--- config.mk ---
export PLATFORM = sky130hd
export DESIGN_NAME = state_id_tracker
export DESIGN_NICKNAME = d
export VERILOG_FILES = /design/src/rtl/state_id_pkg.sv /design/src/rtl/ram_sdp.sv /design/src/rtl/id_alloc_bv.sv /design/src/rtl/key_id_table.sv /design/src/rtl/state_id_manager.sv /design/src/rtl/state_id_tracker.sv
export VERILOG_INCLUDE_DIRS = /design/src /design/src/rtl
export SDC_FILE = /design/constraint.sdc
export NUM_CORES = 1
export LEC_CHECK = 0
export ABC_CLOCK_PERIOD_IN_PS = 5300
export BUFFER_PORTS_ARGS = -buffer_cell sky130_fd_sc_hd__buf_2
export CAP_MARGIN = 10
export CORE_UTILIZATION = 50
export CTS_CLUSTER_SIZE = 14
export DETAILED_ROUTE_END_ITERATION = 16
export PLACE_DENSITY = 0.73
export REMOVE_ABC_BUFFERS = 1
export SLEW_MARGIN = 25
export SYNTH_ARGS = -nofsm -noshare
export SYNTH_HDL_FRONTEND = slang
export SYNTH_SLANG_ARGS = --single-unit
--- constraint.sdc ---
create_clock -name clk -period 5.3 [get_ports clk]
set_input_delay 0.265 -clock clk [delete_from_list [all_inputs] [get_ports clk]]
set_output_delay 0.265 -clock clk [all_outputs]
set_load 0.01 [all_outputs]
--- src/rtl/state_id_consts.svh ---
`ifndef STATE_ID_CONSTS_SVH
`define STATE_ID_CONSTS_SVH

// Flow key width, sets the key table depth
`define STATE_ID_KEY_WID 6

// State ID width, sets the number of IDs and the reverse map depth
`define STATE_ID_ID_WID 4

`endif

--- src/rtl/state_id_pkg.sv ---
package state_id_pkg;

    `include "state_id_consts.svh"

    // ----------------------------------------
    // Basic types
    // ----------------------------------------
    typedef logic [`STATE_ID_KEY_WID-1:0] key_t;
    typedef logic [`STATE_ID_ID_WID-1:0]  id_t;

    // One word of the key-indexed table
    typedef struct packed {
        logic valid;
        id_t  id;
    } key_entry_t;

    // ----------------------------------------
    // Delete-by-ID FSM
    // ----------------------------------------
    typedef enum logic [3:0] {
        DELETE_RESET          = 4'd0,
        DELETE_IDLE           = 4'd1,
        DELETE_REVMAP_REQ     = 4'd2,
        DELETE_REVMAP_PENDING = 4'd3,
        DELETE_REQ            = 4'd4,
        DELETE_PENDING        = 4'd5,
        DELETE_DEALLOC_ID     = 4'd6,
        DELETE_DONE           = 4'd7,
        DELETE_ERROR          = 4'd8
    } delete_state_t;

endpackage : state_id_pkg

--- src/rtl/ram_sdp.sv ---
`timescale 1ns/100ps

module ram_sdp #(
    parameter int  ADDR_WID = 4,
    parameter type DATA_T   = logic [7:0]
)(
    input  logic                clk,
    input  logic                srst,
    output logic                rdy,
    input  logic                wr_req,
    input  logic [ADDR_WID-1:0] wr_addr,
    input  DATA_T               wr_data,
    input  logic                rd_req,
    input  logic [ADDR_WID-1:0] rd_addr,
    output logic                rd_ack,
    output DATA_T               rd_data
);

    localparam int DEPTH = 2**ADDR_WID;

    DATA_T               mem [DEPTH];
    logic [ADDR_WID-1:0] init_addr;

    // ----------------------------------------
    // Clearing sweep after reset
    // ----------------------------------------
    always_ff @(posedge clk) begin
        if (srst) begin
            rdy       <= 1'b0;
            init_addr <= '0;
        end else if (!rdy) begin
            init_addr <= init_addr + 1'b1;
            // Last address written this cycle
            if (&init_addr) rdy <= 1'b1;
        end
    end

    // Write port, the sweep has priority until done
    always_ff @(posedge clk) begin
        if (!rdy) mem[init_addr] <= '0;
        else if (wr_req) mem[wr_addr] <= wr_data;
    end

    // ----------------------------------------
    // Registered read port
    // ----------------------------------------
    always_ff @(posedge clk) begin
        if (srst) rd_ack <= 1'b0;
        else      rd_ack <= rd_req && rdy;
    end

    always_ff @(posedge clk) begin
        if (rd_req && rdy) rd_data <= mem[rd_addr];
    end

endmodule : ram_sdp

--- src/rtl/id_alloc_bv.sv ---
`timescale 1ns/100ps

module id_alloc_bv (
    input  logic              clk,
    input  logic              srst,
    output logic              init_done,
    // Allocation
    input  logic              alloc_req,
    output logic              alloc_rdy,
    output state_id_pkg::id_t alloc_id,
    // Free
    input  logic              dealloc_req,
    output logic              dealloc_rdy,
    input  state_id_pkg::id_t dealloc_id
);

    localparam int ID_WID  = $bits(state_id_pkg::id_t);
    localparam int NUM_IDS = 2**ID_WID;

    // One bit per ID, set while the ID is handed out
    logic [NUM_IDS-1:0] used;
    logic [NUM_IDS-1:0] used_nxt;

    logic alloc_acc;
    logic dealloc_acc;

    // ----------------------------------------
    // Priority encoder
    // ----------------------------------------
    // Walks down so that the lowest clear bit wins
    function automatic state_id_pkg::id_t lowest_free(input logic [NUM_IDS-1:0] used_vec);
        state_id_pkg::id_t id;
        id = '0;
        for (int i = NUM_IDS-1; i >= 0; i--) begin
            if (!used_vec[i]) id = state_id_pkg::id_t'(i);
        end
        return id;
    endfunction

    assign alloc_id = lowest_free(used);

    // ----------------------------------------
    // Ready and accept
    // ----------------------------------------
    always_ff @(posedge clk) begin
        if (srst) init_done <= 1'b0;
        else      init_done <= 1'b1;
    end

    // Full when every bit is set
    assign alloc_rdy   = init_done && !(&used);
    assign dealloc_rdy = init_done;

    assign alloc_acc   = alloc_req && alloc_rdy;
    assign dealloc_acc = dealloc_req && dealloc_rdy;

    // ----------------------------------------
    // Used-bit update
    // ----------------------------------------
    // Allocate and free may land in the same cycle
    always_comb begin
        used_nxt = used;
        if (alloc_acc)   used_nxt[alloc_id]   = 1'b1;
        if (dealloc_acc) used_nxt[dealloc_id] = 1'b0;
    end

    always_ff @(posedge clk) begin
        if (srst) used <= '0;
        else      used <= used_nxt;
    end

endmodule : id_alloc_bv

--- src/rtl/key_id_table.sv ---
`timescale 1ns/100ps

`include "state_id_consts.svh"

module key_id_table (
    input  logic               clk,
    input  logic               srst,
    output logic               tbl_rdy,
    // Insert, written without back-pressure
    input  logic               tbl_insert_req,
    input  state_id_pkg::key_t tbl_insert_key,
    input  state_id_pkg::id_t  tbl_insert_id,
    // Delete by key
    input  logic               del_req,
    output logic               del_rdy,
    input  state_id_pkg::key_t del_key,
    output logic               del_ack,
    output logic               del_error
);

    typedef enum logic [1:0] {
        TBL_IDLE,
        TBL_READ,
        TBL_WRITEBACK
    } tbl_state_t;

    tbl_state_t tbl_state;

    logic ram_rdy;
    logic wr_req;
    logic rd_req;
    logic rd_ack;

    state_id_pkg::key_t       wr_addr;
    state_id_pkg::key_entry_t wr_data;
    state_id_pkg::key_entry_t rd_data;

    // Delete context
    state_id_pkg::key_t del_key_r;
    logic               entry_valid_r;

    // ----------------------------------------
    // Table storage
    // ----------------------------------------
    ram_sdp #(
        .ADDR_WID ( `STATE_ID_KEY_WID ),
        .DATA_T   ( state_id_pkg::key_entry_t )
    ) i_ram_sdp__table (
        .clk      ( clk ),
        .srst     ( srst ),
        .rdy      ( ram_rdy ),
        .wr_req   ( wr_req ),
        .wr_addr  ( wr_addr ),
        .wr_data  ( wr_data ),
        .rd_req   ( rd_req ),
        .rd_addr  ( del_key ),
        .rd_ack   ( rd_ack ),
        .rd_data  ( rd_data )
    );

    // Inserts are held off while the write port is taken by a writeback
    assign tbl_rdy = ram_rdy && (tbl_state != TBL_WRITEBACK);
    assign del_rdy = ram_rdy && (tbl_state == TBL_IDLE);

    // Lookup goes out in the accept cycle
    assign rd_req = del_req && del_rdy;

    // ----------------------------------------
    // Write port mux
    // ----------------------------------------
    always_comb begin
        if (tbl_state == TBL_WRITEBACK) begin
            // Nothing to clear when the entry was already invalid
            wr_req  = entry_valid_r;
            wr_addr = del_key_r;
            wr_data = '{valid: 1'b0, id: '0};
        end else begin
            wr_req  = tbl_insert_req;
            wr_addr = tbl_insert_key;
            wr_data = '{valid: 1'b1, id: tbl_insert_id};
        end
    end

    // ----------------------------------------
    // Delete FSM
    // ----------------------------------------
    always_ff @(posedge clk) begin
        if (srst) begin
            tbl_state <= TBL_IDLE;
        end else begin
            case (tbl_state)
                TBL_IDLE      : if (rd_req) tbl_state <= TBL_READ;
                TBL_READ      : if (rd_ack) tbl_state <= TBL_WRITEBACK;
                TBL_WRITEBACK : tbl_state <= TBL_IDLE;
                default       : tbl_state <= TBL_IDLE;
            endcase
        end
    end

    always_ff @(posedge clk) begin
        if (rd_req) del_key_r <= del_key;
        if (rd_ack) entry_valid_r <= rd_data.valid;
    end

    assign del_ack   = (tbl_state == TBL_WRITEBACK);
    assign del_error = (tbl_state == TBL_WRITEBACK) && !entry_valid_r;

endmodule : key_id_table

--- src/rtl/state_id_manager.sv ---
`timescale 1ns/100ps

`include "state_id_consts.svh"

module state_id_manager (
    input  logic               clk,
    input  logic               srst,
    output logic               init_done,
    // Insert from the application
    output logic               insert_rdy,
    input  logic               insert_req,
    input  state_id_pkg::key_t insert_key,
    output state_id_pkg::id_t  insert_id,
    // Delete by ID from the application
    output logic               delete_rdy,
    input  logic               delete_req,
    input  state_id_pkg::id_t  delete_id,
    output logic               delete_ack,
    output logic               delete_error,
    output state_id_pkg::key_t delete_key,
    // Key table, insert side
    input  logic               tbl_rdy,
    output logic               tbl_insert_req,
    output state_id_pkg::key_t tbl_insert_key,
    output state_id_pkg::id_t  tbl_insert_id,
    // Key table, delete side
    output logic               del_req,
    input  logic               del_rdy,
    output state_id_pkg::key_t del_key,
    input  logic               del_ack,
    input  logic               del_error,
    // Status
    output logic [7:0]         delete_state_mon
);

    logic alloc_init_done;
    logic alloc_req;
    logic alloc_rdy;
    logic dealloc_req;
    logic dealloc_rdy;
    logic insert_acc;

    state_id_pkg::id_t alloc_id;

    logic               revmap_rdy;
    logic               revmap_rd_req;
    logic               revmap_rd_ack;
    state_id_pkg::key_t revmap_rd_data;

    // Delete context
    state_id_pkg::id_t  delete_id_r;
    state_id_pkg::key_t delete_key_r;

    state_id_pkg::delete_state_t delete_state;
    state_id_pkg::delete_state_t nxt_delete_state;

    // ----------------------------------------
    // Init status
    // ----------------------------------------
    // Sticky, the table drops tbl_rdy during each writeback
    always_ff @(posedge clk) begin
        if (srst) init_done <= 1'b0;
        else if (alloc_init_done && revmap_rdy && tbl_rdy) init_done <= 1'b1;
    end

    // ----------------------------------------
    // ID allocator
    // ----------------------------------------
    id_alloc_bv i_id_alloc_bv (
        .clk         ( clk ),
        .srst        ( srst ),
        .init_done   ( alloc_init_done ),
        .alloc_req   ( alloc_req ),
        .alloc_rdy   ( alloc_rdy ),
        .alloc_id    ( alloc_id ),
        .dealloc_req ( dealloc_req ),
        .dealloc_rdy ( dealloc_rdy ),
        .dealloc_id  ( delete_id_r )
    );

    // Insert path
    assign insert_rdy = init_done && alloc_rdy && revmap_rdy && tbl_rdy;
    assign insert_acc = insert_req && insert_rdy;
    assign insert_id  = alloc_id;
    assign alloc_req  = insert_acc;

    assign tbl_insert_req = insert_acc;
    assign tbl_insert_key = insert_key;
    assign tbl_insert_id  = alloc_id;

    // ----------------------------------------
    // Reverse map, ID to key
    // ----------------------------------------
    ram_sdp #(
        .ADDR_WID ( `STATE_ID_ID_WID ),
        .DATA_T   ( state_id_pkg::key_t )
    ) i_ram_sdp__revmap (
        .clk      ( clk ),
        .srst     ( srst ),
        .rdy      ( revmap_rdy ),
        .wr_req   ( insert_acc ),
        .wr_addr  ( alloc_id ),
        .wr_data  ( insert_key ),
        .rd_req   ( revmap_rd_req ),
        .rd_addr  ( delete_id_r ),
        .rd_ack   ( revmap_rd_ack ),
        .rd_data  ( revmap_rd_data )
    );

    always_ff @(posedge clk) begin
        if (delete_req && delete_rdy) delete_id_r <= delete_id;
        if (revmap_rd_ack) delete_key_r <= revmap_rd_data;
    end

    assign del_key    = delete_key_r;
    assign delete_key = delete_key_r;

    // ----------------------------------------
    // Delete FSM
    // ----------------------------------------
    always_ff @(posedge clk) begin
        if (srst) delete_state <= state_id_pkg::DELETE_RESET;
        else      delete_state <= nxt_delete_state;
    end

    always_comb begin
        nxt_delete_state = delete_state;
        delete_rdy       = 1'b0;
        revmap_rd_req    = 1'b0;
        del_req          = 1'b0;
        dealloc_req      = 1'b0;
        delete_ack       = 1'b0;
        delete_error     = 1'b0;
        case (delete_state)
            state_id_pkg::DELETE_RESET : begin
                if (init_done) nxt_delete_state = state_id_pkg::DELETE_IDLE;
            end
            state_id_pkg::DELETE_IDLE : begin
                delete_rdy = 1'b1;
                if (delete_req) nxt_delete_state = state_id_pkg::DELETE_REVMAP_REQ;
            end
            state_id_pkg::DELETE_REVMAP_REQ : begin
                revmap_rd_req = 1'b1;
                if (revmap_rdy) nxt_delete_state = state_id_pkg::DELETE_REVMAP_PENDING;
            end
            state_id_pkg::DELETE_REVMAP_PENDING : begin
                if (revmap_rd_ack) nxt_delete_state = state_id_pkg::DELETE_REQ;
            end
            state_id_pkg::DELETE_REQ : begin
                del_req = 1'b1;
                if (del_rdy) nxt_delete_state = state_id_pkg::DELETE_PENDING;
            end
            state_id_pkg::DELETE_PENDING : begin
                // A missing entry keeps the ID allocated
                if (del_ack) begin
                    if (del_error) nxt_delete_state = state_id_pkg::DELETE_ERROR;
                    else           nxt_delete_state = state_id_pkg::DELETE_DEALLOC_ID;
                end
            end
            state_id_pkg::DELETE_DEALLOC_ID : begin
                dealloc_req = 1'b1;
                if (dealloc_rdy) nxt_delete_state = state_id_pkg::DELETE_DONE;
            end
            state_id_pkg::DELETE_DONE : begin
                delete_ack       = 1'b1;
                nxt_delete_state = state_id_pkg::DELETE_IDLE;
            end
            state_id_pkg::DELETE_ERROR : begin
                delete_ack       = 1'b1;
                delete_error     = 1'b1;
                nxt_delete_state = state_id_pkg::DELETE_IDLE;
            end
            default : begin
                nxt_delete_state = state_id_pkg::DELETE_IDLE;
            end
        endcase
    end

    assign delete_state_mon = {4'h0, delete_state};

endmodule : state_id_manager

--- src/rtl/state_id_tracker.sv ---
`timescale 1ns/100ps

module state_id_tracker (
    input  logic               clk,
    input  logic               srst,
    output logic               init_done,
    // Insert
    output logic               insert_rdy,
    input  logic               insert_req,
    input  state_id_pkg::key_t insert_key,
    output state_id_pkg::id_t  insert_id,
    // Delete by ID
    output logic               delete_rdy,
    input  logic               delete_req,
    input  state_id_pkg::id_t  delete_id,
    output logic               delete_ack,
    output logic               delete_error,
    output state_id_pkg::key_t delete_key,
    // Status
    output logic [7:0]         delete_state_mon
);

    // Manager to key table
    logic               tbl_rdy;
    logic               tbl_insert_req;
    state_id_pkg::key_t tbl_insert_key;
    state_id_pkg::id_t  tbl_insert_id;

    logic               del_req;
    logic               del_rdy;
    state_id_pkg::key_t del_key;
    logic               del_ack;
    logic               del_error;

    // ----------------------------------------
    // Insert path, reverse map, delete FSM
    // ----------------------------------------
    state_id_manager i_state_id_manager (
        .clk              ( clk ),
        .srst             ( srst ),
        .init_done        ( init_done ),
        .insert_rdy       ( insert_rdy ),
        .insert_req       ( insert_req ),
        .insert_key       ( insert_key ),
        .insert_id        ( insert_id ),
        .delete_rdy       ( delete_rdy ),
        .delete_req       ( delete_req ),
        .delete_id        ( delete_id ),
        .delete_ack       ( delete_ack ),
        .delete_error     ( delete_error ),
        .delete_key       ( delete_key ),
        .tbl_rdy          ( tbl_rdy ),
        .tbl_insert_req   ( tbl_insert_req ),
        .tbl_insert_key   ( tbl_insert_key ),
        .tbl_insert_id    ( tbl_insert_id ),
        .del_req          ( del_req ),
        .del_rdy          ( del_rdy ),
        .del_key          ( del_key ),
        .del_ack          ( del_ack ),
        .del_error        ( del_error ),
        .delete_state_mon ( delete_state_mon )
    );

    // ----------------------------------------
    // Forward map, key to ID
    // ----------------------------------------
    key_id_table i_key_id_table (
        .clk            ( clk ),
        .srst           ( srst ),
        .tbl_rdy        ( tbl_rdy ),
        .tbl_insert_req ( tbl_insert_req ),
        .tbl_insert_key ( tbl_insert_key ),
        .tbl_insert_id  ( tbl_insert_id ),
        .del_req        ( del_req ),
        .del_rdy        ( del_rdy ),
        .del_key        ( del_key ),
        .del_ack        ( del_ack ),
        .del_error      ( del_error )
    );

endmodule : state_id_tracker

== Yosys cells after proc, flatten, opt, wreduce, memory -nomap -nowiden ==
Memories as Yosys holds them, arrays and structs flattened. A register that Yosys moved wholly into a read port is not among the register bits.
Cells that the tools add are included.

* Register bits: 55
* RAM bits: 416
* Bits of input ports: 14
* Logic and storage cells: 138
* Memories kept: 2

{| class="wikitable"
|+ Memory list
! memory !! words !! width !! read ports !! clocked after memory_dff !! write ports !! RTL line !! text
|-
| i_key_id_table.i_ram_sdp__table.mem || 64 || 5 || 1 || 1 || 1 || ram_sdp.sv:21 || <nowiki>DATA_T mem [DEPTH];</nowiki>
|-
| i_state_id_manager.i_ram_sdp__revmap.mem || 16 || 6 || 1 || 1 || 1 || ram_sdp.sv:21 ||
|}

* Add/sub/neg operators: 2
* Order comparisons: 4
* Equality and inequality tests: 20
* Muxes and demuxes: 62
* Bitwise gates (word level): 3
* Reductions and logical operators: 30

{| class="wikitable"
|+ Operators by type and width
! operator !! count
|-
| 4-bit 2-to-1 mux || 25
|-
| 16-bit 2-to-1 mux || 2
|-
| 4-bit one-hot mux with 7 select lines || 1
|-
| 1-bit 2-to-1 mux || 24
|-
| 1-bit logical AND || 18
|-
| 6-bit 2-to-1 mux || 3
|-
| 16-bit bitwise AND || 1
|-
| 4-bit by 3-bit == test with 1-bit output, second input constant || 4
|-
| 2-bit inequality test, second input constant || 8
|-
| 16-bit inverter || 1
|-
| 16-bit OR || 1
|-
| 16-bit AND reduction || 1
|-
| 4-bit by 5-bit less-than comparator with 1-bit output, second input constant || 2
|-
| 5-bit 2-to-1 mux || 2
|-
| 1-bit demux with 4-bit select || 2
|-
| 4-bit by 2-bit == test with 1-bit output, second input constant || 2
|-
| 4-bit by 1-bit >= comparator with 1-bit output, second input constant || 2
|-
| 7-bit AND reduction || 1
|-
| 6-bit by 1-bit adder with 6-bit output, second input constant || 1
|-
| 6-bit AND reduction || 1
|-
| 6-bit OR reduction || 1
|-
| 5-bit OR reduction || 1
|-
| 4-bit by 1-bit adder with 4-bit output, second input constant || 1
|-
| 4-bit by 1-bit == test with 1-bit output, second input constant || 1
|-
| other kinds (12) || 15
|}

== Longest topological paths before layout ==
Gate-level depths: netlist of the first run.

* Depth after elaboration: 24
* Depth in mapped cells: 9
* Mapped depth without buffers: 7

== Hierarchy ==
A second synthesis of the first run with hierarchy kept.

* Cells, all modules: 1,154
* Area total of the unflattened synthesis: 20,009.2 um^2

{| class="wikitable"
|+ By module, submodules not included
! module !! times used !! cells an instance !! area each (um^2)
|-
| ram_sdp (i_key_id_table.i_ram_sdp__table) || 1 || 685 || 13,297.8
|-
| ram_sdp (i_state_id_manager.i_ram_sdp__revmap) || 1 || 224 || 4,321.6
|-
| id_alloc_bv || 1 || 125 || 1,007.2
|-
| state_id_manager || 1 || 86 || 920.9
|-
| key_id_table || 1 || 34 || 461.7
|}

== Least setup slack after synthesis of the first run ==
Ideal clock, no wire load.

* Path kind: register -> register
* Start point: register i_state_id_manager.i_id_alloc_bv.used[0]
* End point: memory i_state_id_manager.i_ram_sdp__revmap.mem[0][0] (netlist bit), enable pin
* Setup time: 0.350 ns
* Arrival time: 2.425 ns
* Required time: 4.950 ns
* Slack: 2.525 ns
* Stages on the path, launching flop included: 9
* Path buffers: 1
* Period minus slack after synthesis: 2.775 ns
* Path through: dfxtp_1 -> nand4_2 -> or4_1 -> buf_2 -> nand2_1 -> inv_2 -> or3_1 -> o31a_1 -> nor2_1

* Word-level cells in the longest chain between the ends: 12

{| class="wikitable"
|+ Ends and longest elaborated chain
! element !! RTL line !! text
|-
| from (decl) || id_alloc_bv.sv:21 || <nowiki>logic [NUM_IDS-1:0] used;</nowiki>
|-
| from (signal assigned) || id_alloc_bv.sv:69 || <nowiki>else used <= used_nxt;</nowiki>
|-
| 16-bit AND reduction || id_alloc_bv.sv:51 || <nowiki>assign alloc_rdy = init_done && !(&used);</nowiki>
|-
| 1-bit logical NOT || id_alloc_bv.sv:51 ||
|-
| 1-bit logical AND || id_alloc_bv.sv:51 ||
|-
| 1-bit logical AND (3 in a row) || state_id_manager.sv:82 || <nowiki>assign insert_rdy = init_done && alloc_rdy && revmap_rdy && tbl_rdy;</nowiki>
|-
| 1-bit logical AND || state_id_manager.sv:83 || <nowiki>assign insert_acc = insert_req && insert_rdy;</nowiki>
|-
| 1-bit 2-to-1 mux || ram_sdp.sv:41 || <nowiki>else if (wr_req) mem[wr_addr] <= wr_data;</nowiki>
|-
| 1-bit 2-to-1 mux || ram_sdp.sv:40 || <nowiki>if (!rdy) mem[init_addr] <= '0;</nowiki>
|-
| 1-bit 2-to-1 mux (not written as such) || ram_sdp.sv:41 ||
|-
| 6-bit OR reduction (no source line) || -- ||
|-
| 4-bit 2-to-1 mux (no source line) / 1-bit 2-to-1 mux (equally long branches) || -- ||
|-
| to (decl) || ram_sdp.sv:21 ||
|}

Several ways; a longest one is shown, not always the timed one.

== Final worst setup path of the first run ==
* Start point: register i_state_id_manager.i_id_alloc_bv.used[0]
* End point: memory i_state_id_manager.i_ram_sdp__revmap.mem[12][1] (netlist bit), enable pin

The elaborated chain is that of the path after synthesis.

==> results of run 1 <==
==> per-layer routing <==
| layer | global-route usage (%) | share of wire (%) | vias up |
|---|---|---|---|
| met4 | 6.225 | 2.4 | 0 |
| met3 | 3.129 | 5.7 | 43 |
| met1 | 29.39 | 40 | 3133 |
| met5 | 0 | 0 | - |
| li1 | - | - | 2717 |
| met2 | 38.36 | 51 | 236 |
==> worst max path at each step <==
stage | startpoint | to | slack, ns | cells after the start
after detailed placement | i_key_id_table.i_ram_sdp__table.rdy | i_state_id_manager.i_ram_sdp__revmap.mem[5][3] | 1.51 | 6
after CTS | i_key_id_table.i_ram_sdp__table.rdy | i_state_id_manager.i_ram_sdp__revmap.mem[5][4] | 1.51 | 6
after global placement | i_state_id_manager.i_id_alloc_bv.used[2] | i_key_id_table.i_ram_sdp__table.mem[51][4] | 1.71 | 6
final | i_state_id_manager.i_id_alloc_bv.used[0] | i_state_id_manager.i_ram_sdp__revmap.mem[12][1] | 1.34 | 7
after floorplan | i_key_id_table.tbl_state[1] | i_key_id_table.i_ram_sdp__table.mem[3][4] | 2.11 | 6
after global routing | i_state_id_manager.i_id_alloc_bv.used[0] | i_state_id_manager.i_ram_sdp__revmap.mem[8][2] | 1.09 | 7
==> flip-flops by register name, summed over array words and instances (netlist names), 2 cells and up <==
register	cells
i_key_id_table.del_key_r	6
i_key_id_table.i_ram_sdp__table.init_addr	6
i_key_id_table.i_ram_sdp__table.mem	64
i_key_id_table.tbl_state	2
i_state_id_manager.del_key	6
i_state_id_manager.delete_id_r	4
i_state_id_manager.delete_state	4
i_state_id_manager.i_id_alloc_bv.used	16
i_state_id_manager.i_ram_sdp__revmap.init_addr	4
i_state_id_manager.i_ram_sdp__revmap.mem	96
i_state_id_manager.i_ram_sdp__revmap.rd_data	6
==> metrics by stage <==
step	std cells	util (%)	total power [W]
CTS	998	58.16	0.003824
finish	1000	58.32	0.003811
global route	1000	58.32	0.003904
detailed placement	953	53.47	0.002039
global placement	953	53.47	0.002035
floorplan	656	-	0.002000
==> worst reg2reg max path, delay by kind of cell (launching register included) <==
family	cells	cell delay, ns
compound gates	1	0.20
simple gates	5	2.28
flops	1	0.43
buf+inv	1	0.68
==> cell usage in the layout (no fill, tap or decap), types with 7 or more instances in the layout <==
cell and count:
a211oi_1 9, a21oi_1 17, a311oi_1 10, a31oi_1 16, and3_1 12, buf_2 32, bufinv_16 7, clkbuf_16 23
dfxtp_1 38, edfxtp_1 184, inv_1 12, mux2i_1 12, mux4_2 48, nand2_1 38, nand3_1 18, nor2_1 118
nor2b_1 14, nor3_1 14
==> cells in the mapped netlist (all sizes together), types with 2 or more instances <==
cell	number	area share (%)
edfxtp	184	56
nor2	118	4.5
mux4	48	11
dfxtp	38	7.8
nand2	38	1.5
nand3	22	1.3
a21oi	20	1.1
clkbuf	19	0.73
a31oi	18	1.5
buf	18	1.4
nor3	15	0.82
nor2b	14	0.89
inv	13	0.50
and3	12	0.77
mux2i	12	1.2
a311oi	10	0.89
a211oi	9	0.69
o21ai	9	0.46
mux2	8	1.1
nand4	6	0.45
nor3b	6	0.51
nand2b	4	0.26
nand3b	4	0.31
xnor2	4	0.36
a22oi	3	0.23
and2	3	0.19
or3	3	0.19
xor2	3	0.27
a221oi	2	0.18
a31o	2	0.18
ha	2	0.26
nand4b	2	0.18
o31ai	2	0.20
o41a	2	0.23
o41ai	2	0.18
==> report_power, final <==
group / switching [W] / internal [W] / leakage, nW
clock: 0.000665 / 0.00114 / 0.410
combinational: 0.0000632 / 0.0000371 / 1.20
sequential: 0.0000143 / 0.00189 / 1.88
==> layout make-up <==
cell class | instances | share of cell area (%)
flip-flops and latches | 222 | 56.86
multi-input cells | 421 | 29.64
clock buffers | 26 | 5.308
well taps | 260 | 2.943
repair buffers | 42 | 2.399
clock inverters | 15 | 2.377
inverters | 13 | 0.4527
diodes | 1 | 0.02263
==> logic make-up (layout without fill, tap and decap cells) <==
logic type,count (synthesis),in the layout,synth area share (%)
multiplexers,68,68,13.31
AO/OA/AOI/OAI,86,86,6.645
XOR/XNOR,7,7,0.6249
other,1,5,0.03822
AND/OR/NAND/NOR,254,254,12.41
buffers and inverters,50,96,2.640
adder cells (fa/ha/maj),2,2,0.2550
flip-flops,222,222,64.07
==> impl_metrics.toml, run 1 <==
[global_route]
overflow = 0
grt_pass1_vias = 6045
grt_pass1_wl_um = 33980
grt_max_degree = 72
antenna_found_initial = 1
grt_usage_pct = 22.22

[logic_synthesis]
synth_edf_count = 184
synth_warnings = 0
synthFlopType = "edfxtp_1"
async_flop_share_pct = 0
ys_types = 65
avgSynthCellArea_um2 = 14.22
syn_area_mm2 = 0.009811
syn-instance-count = 690
ys_seq_area_share_pct = 64.07
synth_seq_cells = 222

[final_layout]
multi_input_area_mm2 = 0.003277
final_area_mm2 = 0.01106
drive_above_1_share_pct = 19.89
fillers = 1472
seqCellArea_mm2 = 0.006286
layout.nets = 739
syn2layout_area_growth_pct = 12.69

[clock_network]
cts-root-buf = "clkbuf_16"
clkTransAtPathRegs_ns = 0.06
cts_made_buffers = 23
postCtsSetupRepairBufs = 0
postCtsHoldBufs = 4
htreeDepth = 1
cts.repair.resized = 0
cts_buffer_depth = 3
clk_latency_ns = 0.53
cts_tree = "done"
cts_sinks = 222

[critical_path]
arrival_ns = 4.12
timing.rr.end = "i_state_id_manager.i_ram_sdp__revmap.mem[12][1]"
end_kind = "flip-flop"
slowest_delay_ns = 0.75
cp_max_fo = 71
crit_family = "simple AND/OR/NAND/NOR gates"
ff2ff_setup_slack_ns = 1.34
criticalPathCategory = "reg -> reg"
crit_path_start_kind = "flip-flop"
crit_required_ns = 5.46
crit_buf_inv = 1
cp_slowest_cell = "or4_1"
worstRegToRegCells = 7
r2r_start = "i_state_id_manager.i_id_alloc_bv.used[0]"
cp_cell_sequence = "nand4_2 > or4_1 > nand2_1 > clkinv_2 > or3_1 > o31a_1 > nor2_1"

[sta]
finalHoldViolCount = 0
maxSlewHeadroom_pct = 36.81
max_freq_ghz = 0.2527
period_minus_slack_ns = 3.957
skew_ns = 0.02389
setup_tns_ns = 0
slew_viol_final = 0
setup_violations = 0
fin_crit_sh_pct = 74.67
hold_slack_ns = 0.1993
final.setup.worst_slack_ns = 1.343
worst_slew_pin_slew_ns = 0.9459
rsz0062_at_grt = "false"

[floorplanning]
initial_core_util_pct = 51.76
dieArea_mm2 = 0.02019
die_y_um = 142.1
coreArea_mm2 = 0.01896
ioPinCount = 37
die_w_um = 142.1
rows = 50

[min_path]
worstHoldEndpoint = "i_state_id_manager.delete_id_r[2]"
hold_class = "in -> reg"
hold_path_depth = 2
min_from = "delete_req"

[pwr]
ir_drop_mv = 0.2875
power_density_mw_per_mm2 = 344.7
leakage_nw = 3.495

[run_status]
status = "finished, final reports clean"

[drt]
wl_per_cell_um = 21.63
num_vias = 6129
drtIter0Drc = 514
route.detailed.drc = 0
drt_pass1_iterations = 5
drt.antenna.violating_nets = 0
vias_per_cell = 6.129
finalWirelength_um = 21630

[place]
place_ws_ns = 1.507
port_buffers = 32
dpl_cell_area_mm2 = 0.01013
dp_hpwl_um = 14730
place.gp.congestion = 0.9041

[run]
cap_violations = 0
Note: power is estimated with default switching activity, not from simulation.
==> run 2: changes to the inputs <==
ABC_CLOCK_PERIOD_IN_PS = 3650   (was 5300)
clock period = 3.65 ns   (was 5.3 ns; I/O delays follow)
==> run 2 against run 1 <==
  * Core utilization shrank 0.72 points
  * Register-to-register slack lost 1.1 ns
  * Cell count increased by 0.40%
  * Worst hold slack got worse by 0.060 ns
  * Sequential power is 45% higher
  * Non-clock buffer count grew 5
  * Global-route usage is 0.12 points lower
  * Critical endpoint is now i_key_id_table.i_ram_sdp__table.mem[8][4]
  * Highest routed layer is now met5
==> impl_metrics.toml, run 2 (same netlist as run 1, synthesis figures left out) <==
[final_layout]
final_cell_mix = "edfxtp_1 (184), nor2_1 (118), mux4_2 (48), nand2_1 (38), dfxtp_1 (38)"
fillers = 1489
reg.largest.list = "i_state_id_manager.i_ram_sdp__revmap.mem: 96 flops, i_key_id_table.i_ram_sdp__table.mem: 64 flops, i_state_id_manager.i_id_alloc_bv.used: 16 flops"
final_common_cell = "edfxtp_1"
syn2layout_area_growth_pct = 11.30
largest_register = "i_state_id_manager.i_ram_sdp__revmap.mem"
stdcell_count = 1004
largest_reg_flops = 96
drive_above_1_share_pct = 20.03
num_antenna_cells = 0
final_area_mm2 = 0.01092
layout.nets = 744

[critical_path]
crit_required_ns = 3.86
r2r_start = "i_state_id_manager.i_ram_sdp__revmap.rdy"
criticalPathCategory = "reg -> reg"
timing.rr.end = "i_key_id_table.i_ram_sdp__table.mem[8][4]"
ff2ff_setup_slack_ns = 0.28
end_kind = "flip-flop"
crit_family = "simple AND/OR/NAND/NOR gates"
worstRegToRegCells = 7
arrival_ns = 3.58
crit_buf_inv = 1
cp_slowest_cell = "nor3_2"
cp_cell_sequence = "nand3_1 > nor3_2 > a32oi_4 > buf_4 > o41ai_1 > nand2_1 > nor2_1"
cp_max_fo = 17
slowest_delay_ns = 0.70
crit_path_start_kind = "flip-flop"

[sta]
rsz0062_at_grt = "false"
skew_ns = 0.009533
fin_crit_sh_pct = 92.35
maxSlewHeadroom_pct = 44.16
setup_tns_ns = 0
period_minus_slack_ns = 3.371
finalHoldViolCount = 0
hold_slack_ns = 0.1398
slew_viol_final = 0
setup_violations = 0
max_freq_ghz = 0.2967
final.setup.worst_slack_ns = 0.2793
worst_slew_pin_slew_ns = 0.8330

[clock_network]
cts_sinks = 222
cts_made_buffers = 23
cts_tree = "done"
cts-root-buf = "clkbuf_16"
cts_buffer_depth = 3
htreeDepth = 1
cts.repair.resized = 0
clk_latency_ns = 0.51
clkTransAtPathRegs_ns = 0.06
postCtsHoldBufs = 4
postCtsSetupRepairBufs = 0

[floorplanning]
rows = 50
coreArea_mm2 = 0.01896
die_y_um = 142.1
die_w_um = 142.1
initial_core_util_pct = 51.76
ioPinCount = 37
dieArea_mm2 = 0.02019

[min_path]
min_from = "delete_req"
hold_path_depth = 2
worstHoldEndpoint = "i_state_id_manager.delete_id_r[1]"
hold_class = "in -> reg"

[global_route]
grt_usage_pct = 22.10
grt_pass1_vias = 6026
antenna_found_initial = 1
grt_pass1_wl_um = 33630
grt_max_degree = 65
overflow = 0

[drt]
drt.antenna.violating_nets = 0
wl_per_cell_um = 21.39
drt_pass1_iterations = 5
top_layer_used = "met5"
dr_wl_met2_um = 10910
drtIter0Drc = 560
finalWirelength_um = 21480
met1Wirelength_um = 8730
num_vias = 5995
dr_wl_met3_um = 1212
vias_per_cell = 5.971
route.detailed.drc = 0

[pwr]
internal-power_w = 0.004071
power_frac_clock_pct = 42.9
p_switching_w = 0.001024
seq_power_share_pct = 54.3
ir_drop_mv = 0.3740
comb_power_share_pct = 2.8
power_density_mw_per_mm2 = 466.7
swShare_pct = 20.10
leakage_nw = 3.531

[place]
port_buffers = 32
place.gp.congestion = 0.9517
dpl.cell_count = 959
dp_hpwl_um = 14560
place_ws_ns = 0.3676
dpl_cell_area_mm2 = 0.01018

[run]
cap_violations = 0

[run_status]
status = "finished, final reports clean"
==> run 2: layout make-up <==
type	instances	area, um2	area share [%]
Clock buffer	32	629.4	5.764
Clock inverter	9	70.07	0.6417
Inverter	13	48.80	0.4469
Multi-Input combinational cell	421	3277	30.01
Sequential cell	222	6286	57.57
Tap cell	260	325.3	2.979
Timing Repair Buffer	47	282.8	2.590
==> run 2: layer usage <==
layer  up-vias  track usage (%)
li1       2731                -
met1      3018            27.86
met2       198            38.54
met3        46            3.769
met4         2            7.697
met5         -                0
==> run 2: worst max-delay path by stage <==
stage,startpoint,end,slack (ns),depth (start not counted)
2_1_floorplan,i_key_id_table.tbl_state[1],i_key_id_table.i_ram_sdp__table.mem[3][4],0.46,6
3_3_place_gp,i_state_id_manager.i_ram_sdp__revmap.rdy,i_key_id_table.i_ram_sdp__table.mem[26][4],0.47,7
3_5_place_dp,i_state_id_manager.i_ram_sdp__revmap.rdy,i_key_id_table.i_ram_sdp__table.mem[24][4],0.37,7
4_1_cts,i_state_id_manager.i_id_alloc_bv.used[2],i_key_id_table.i_ram_sdp__table.mem[8][4],0.35,6
5_1_grt,i_state_id_manager.i_ram_sdp__revmap.rdy,i_key_id_table.i_ram_sdp__table.mem[10][4],0.07,7
6_report,i_state_id_manager.i_ram_sdp__revmap.rdy,i_key_id_table.i_ram_sdp__table.mem[8][4],0.28,7
==> run 2: per-stage QoR <==
step,power (W),util (%)
floorplan,0.002904,-
global placement,0.002952,53.70
detailed placement,0.002958,53.70
CTS,0.005136,57.60
global route,0.005239,57.60
finish,0.005096,57.60
==> run 2: worst reg2reg max path: stages (launching register included) <==
cell	delay [ns]
dfxtp_1	0.52
nand3_1	0.18
nor3_2	0.70
a32oi_4	0.28
buf_4	0.29
o41ai_1	0.66
nand2_1	0.24
nor2_1	0.19
==> run 2: power groups by stage <==
stage,registers (W),clock network [W],logic [W]
after floorplan,0.00281,0,0.0000921
after global placement,0.00282,0,0.000136
after detailed placement,0.00282,0,0.000139
after CTS,0.00277,0.00223,0.000144
after global routing,0.00277,0.00231,0.000156
final,0.00277,0.00218,0.000145
==> run 3: changes to the inputs <==
PLACE_DENSITY = 0.64   (was 0.73)
==> run 3 against run 2 <==
  * Core utilization increased by 0.15 points
  * Die area unchanged
  * Via count decreased by 1.0%
  * Flip-flop and latch count unchanged
  * Register-to-register slack improved by 0.099 ns
  * Critical path type unchanged
  * Largest cell class unchanged
  * Largest power group unchanged
==> impl_metrics.toml, run 3 (same netlist as run 1, synthesis figures left out) <==
[run_status]
status = "finished, final reports clean"

[sta]
finalHoldViolCount = 0
skew_ns = 0.01076
period_minus_slack_ns = 3.272
worst_slew_pin_slew_ns = 0.7371
setup_tns_ns = 0
setup_violations = 0
fin_crit_sh_pct = 89.64
slew_viol_final = 0
max_freq_ghz = 0.3056
final.setup.worst_slack_ns = 0.3780
rsz0062_at_grt = "false"
maxSlewHeadroom_pct = 50.86

[drt]
drt.antenna.violating_nets = 0
drt_pass1_iterations = 5
route.detailed.drc = 0
num_vias = 5934
vias_per_cell = 5.899
drtIter0Drc = 373
finalWirelength_um = 21490
wl_per_cell_um = 21.36

[final_layout]
syn2layout_area_growth_pct = 11.59
largest_register = "i_state_id_manager.i_ram_sdp__revmap.mem"
num_antenna_cells = 0
largest_reg_flops = 96
final_cell_mix = "edfxtp_1 (184), nor2_1 (118), mux4_2 (48), nand2_1 (38), dfxtp_1 (38)"
reg.largest.list = "i_state_id_manager.i_ram_sdp__revmap.mem: 96 flops, i_key_id_table.i_ram_sdp__table.mem: 64 flops, i_state_id_manager.i_id_alloc_bv.used: 16 flops"
drive_above_1_share_pct = 20.91
final_common_cell = "edfxtp_1"
layout.nets = 745

[floorplanning]
rows = 50
initial_core_util_pct = 51.76
die_y_um = 142.1
coreArea_mm2 = 0.01896
die_w_um = 142.1
dieArea_mm2 = 0.02019
ioPinCount = 37

[global_route]
antenna_found_initial = 0
grt_pass1_wl_um = 33790
grt_max_degree = 65
overflow = 0
grt_pass1_vias = 5980
grt_usage_pct = 22.33

[pwr]
comb_power_share_pct = 2.8
power_density_mw_per_mm2 = 467.0
ir_drop_mv = 0.4107
internal-power_w = 0.004041
power_frac_clock_pct = 43.1
p_switching_w = 0.001071
swShare_pct = 20.96
leakage_nw = 3.558
seq_power_share_pct = 54.1

[min_path]
hold_class = "in -> reg"
hold_path_depth = 2

[clock_network]
clk_latency_ns = 0.52
cts_buffer_depth = 3
cts_tree = "done"
htreeDepth = 1
cts_made_buffers = 23
clkTransAtPathRegs_ns = 0.06
cts-root-buf = "clkbuf_16"
postCtsSetupRepairBufs = 0
cts_sinks = 222

[place]
port_buffers = 32
place.gp.congestion = 0.8987
dp_hpwl_um = 14770
place_ws_ns = 0.4455

[critical_path]
criticalPathCategory = "reg -> reg"
crit_required_ns = 3.86
worstRegToRegCells = 6
arrival_ns = 3.49
end_kind = "flip-flop"
cp_max_fo = 10
crit_path_start_kind = "flip-flop"

[run]
cap_violations = 0
## run 3: cell types whose count changed in the layout (fill, tap and decap cells not counted), sizes merged
cell    delta
clkinv     +7
buf        +1
clkbuf     -6
## run 3: cell type report
type,instances,area [um2]
clock buffers,26,586.8
clock inverters,16,121.4
fillers,1482,8008
inverters,13,48.80
multi-input cells,421,3277
flip-flops and latches,222,6286
well taps,260,325.3
repair buffers,48,302.8
## run 3: per-stage QoR
step           instances  instance area (um2)  utilization, %  hold WS [ns]  power (W)
2_1_floorplan        656                 9612               -        0.2516   0.002904
3_3_place_gp         960                10200           53.81        0.3620   0.002955
3_5_place_dp         960                10200           53.81        0.3609   0.002960
4_1_cts             1006                10950           57.76        0.1601   0.005160
5_1_grt             1006                10950           57.76        0.2122   0.005271
6_report            1006                10950           57.76        0.1958   0.005113
## run 3: power by group through the flow
stage          clock, W  combinational (W)  sequential (W)
6_report        0.00220           0.000145         0.00277
3_5_place_dp          0           0.000141         0.00282
5_1_grt         0.00234           0.000159         0.00277
3_3_place_gp          0           0.000139         0.00282
2_1_floorplan         0          0.0000921         0.00281
4_1_cts         0.00225           0.000145         0.00276
## run 3: final timing paths
check	start	endpoint	slack, ns
max	i_state_id_manager.i_id_alloc_bv.used[0]	i_key_id_table.i_ram_sdp__table.mem[53][4]	0.38
min	delete_req	i_state_id_manager.delete_id_r[3]	0.20
max reg2reg	i_state_id_manager.i_id_alloc_bv.used[0]	i_key_id_table.i_ram_sdp__table.mem[53][4]	0.38
min reg2reg	i_state_id_manager.i_ram_sdp__revmap.rd_data[2]	i_state_id_manager.del_key[2]	0.42
## run 3: repair_timing
| item | 4_1_cts | 5_1_grt |
|---|---|---|
| hold buffers | 4 | 0 |
| resized for setup | 0 | 0 |
| setup endpoints to repair | 0 | 0 |
| endpoints found under the hold margin | 4 | 0 |
## run 3: worst max-delay path, stage by stage (launching register included)
cell and delay [ns]:
dfxtp_1 0.43, nand4_2 0.18, or4_1 0.73, a32oi_4 0.55, mux2i_1 0.61, nand3_1 0.28, nor2_1 0.20
## run 3: per-layer routing
metal	vias to the layer above	wire length, um	track usage [%]	share of wire, %
met1	3015	9024	29.20	42
met2	156	11210	39.29	52
met4	0	363	5.376	1.7
met3	29	886	3.230	4.1
met5	-	0	0	0
li1	2734	-	-	-
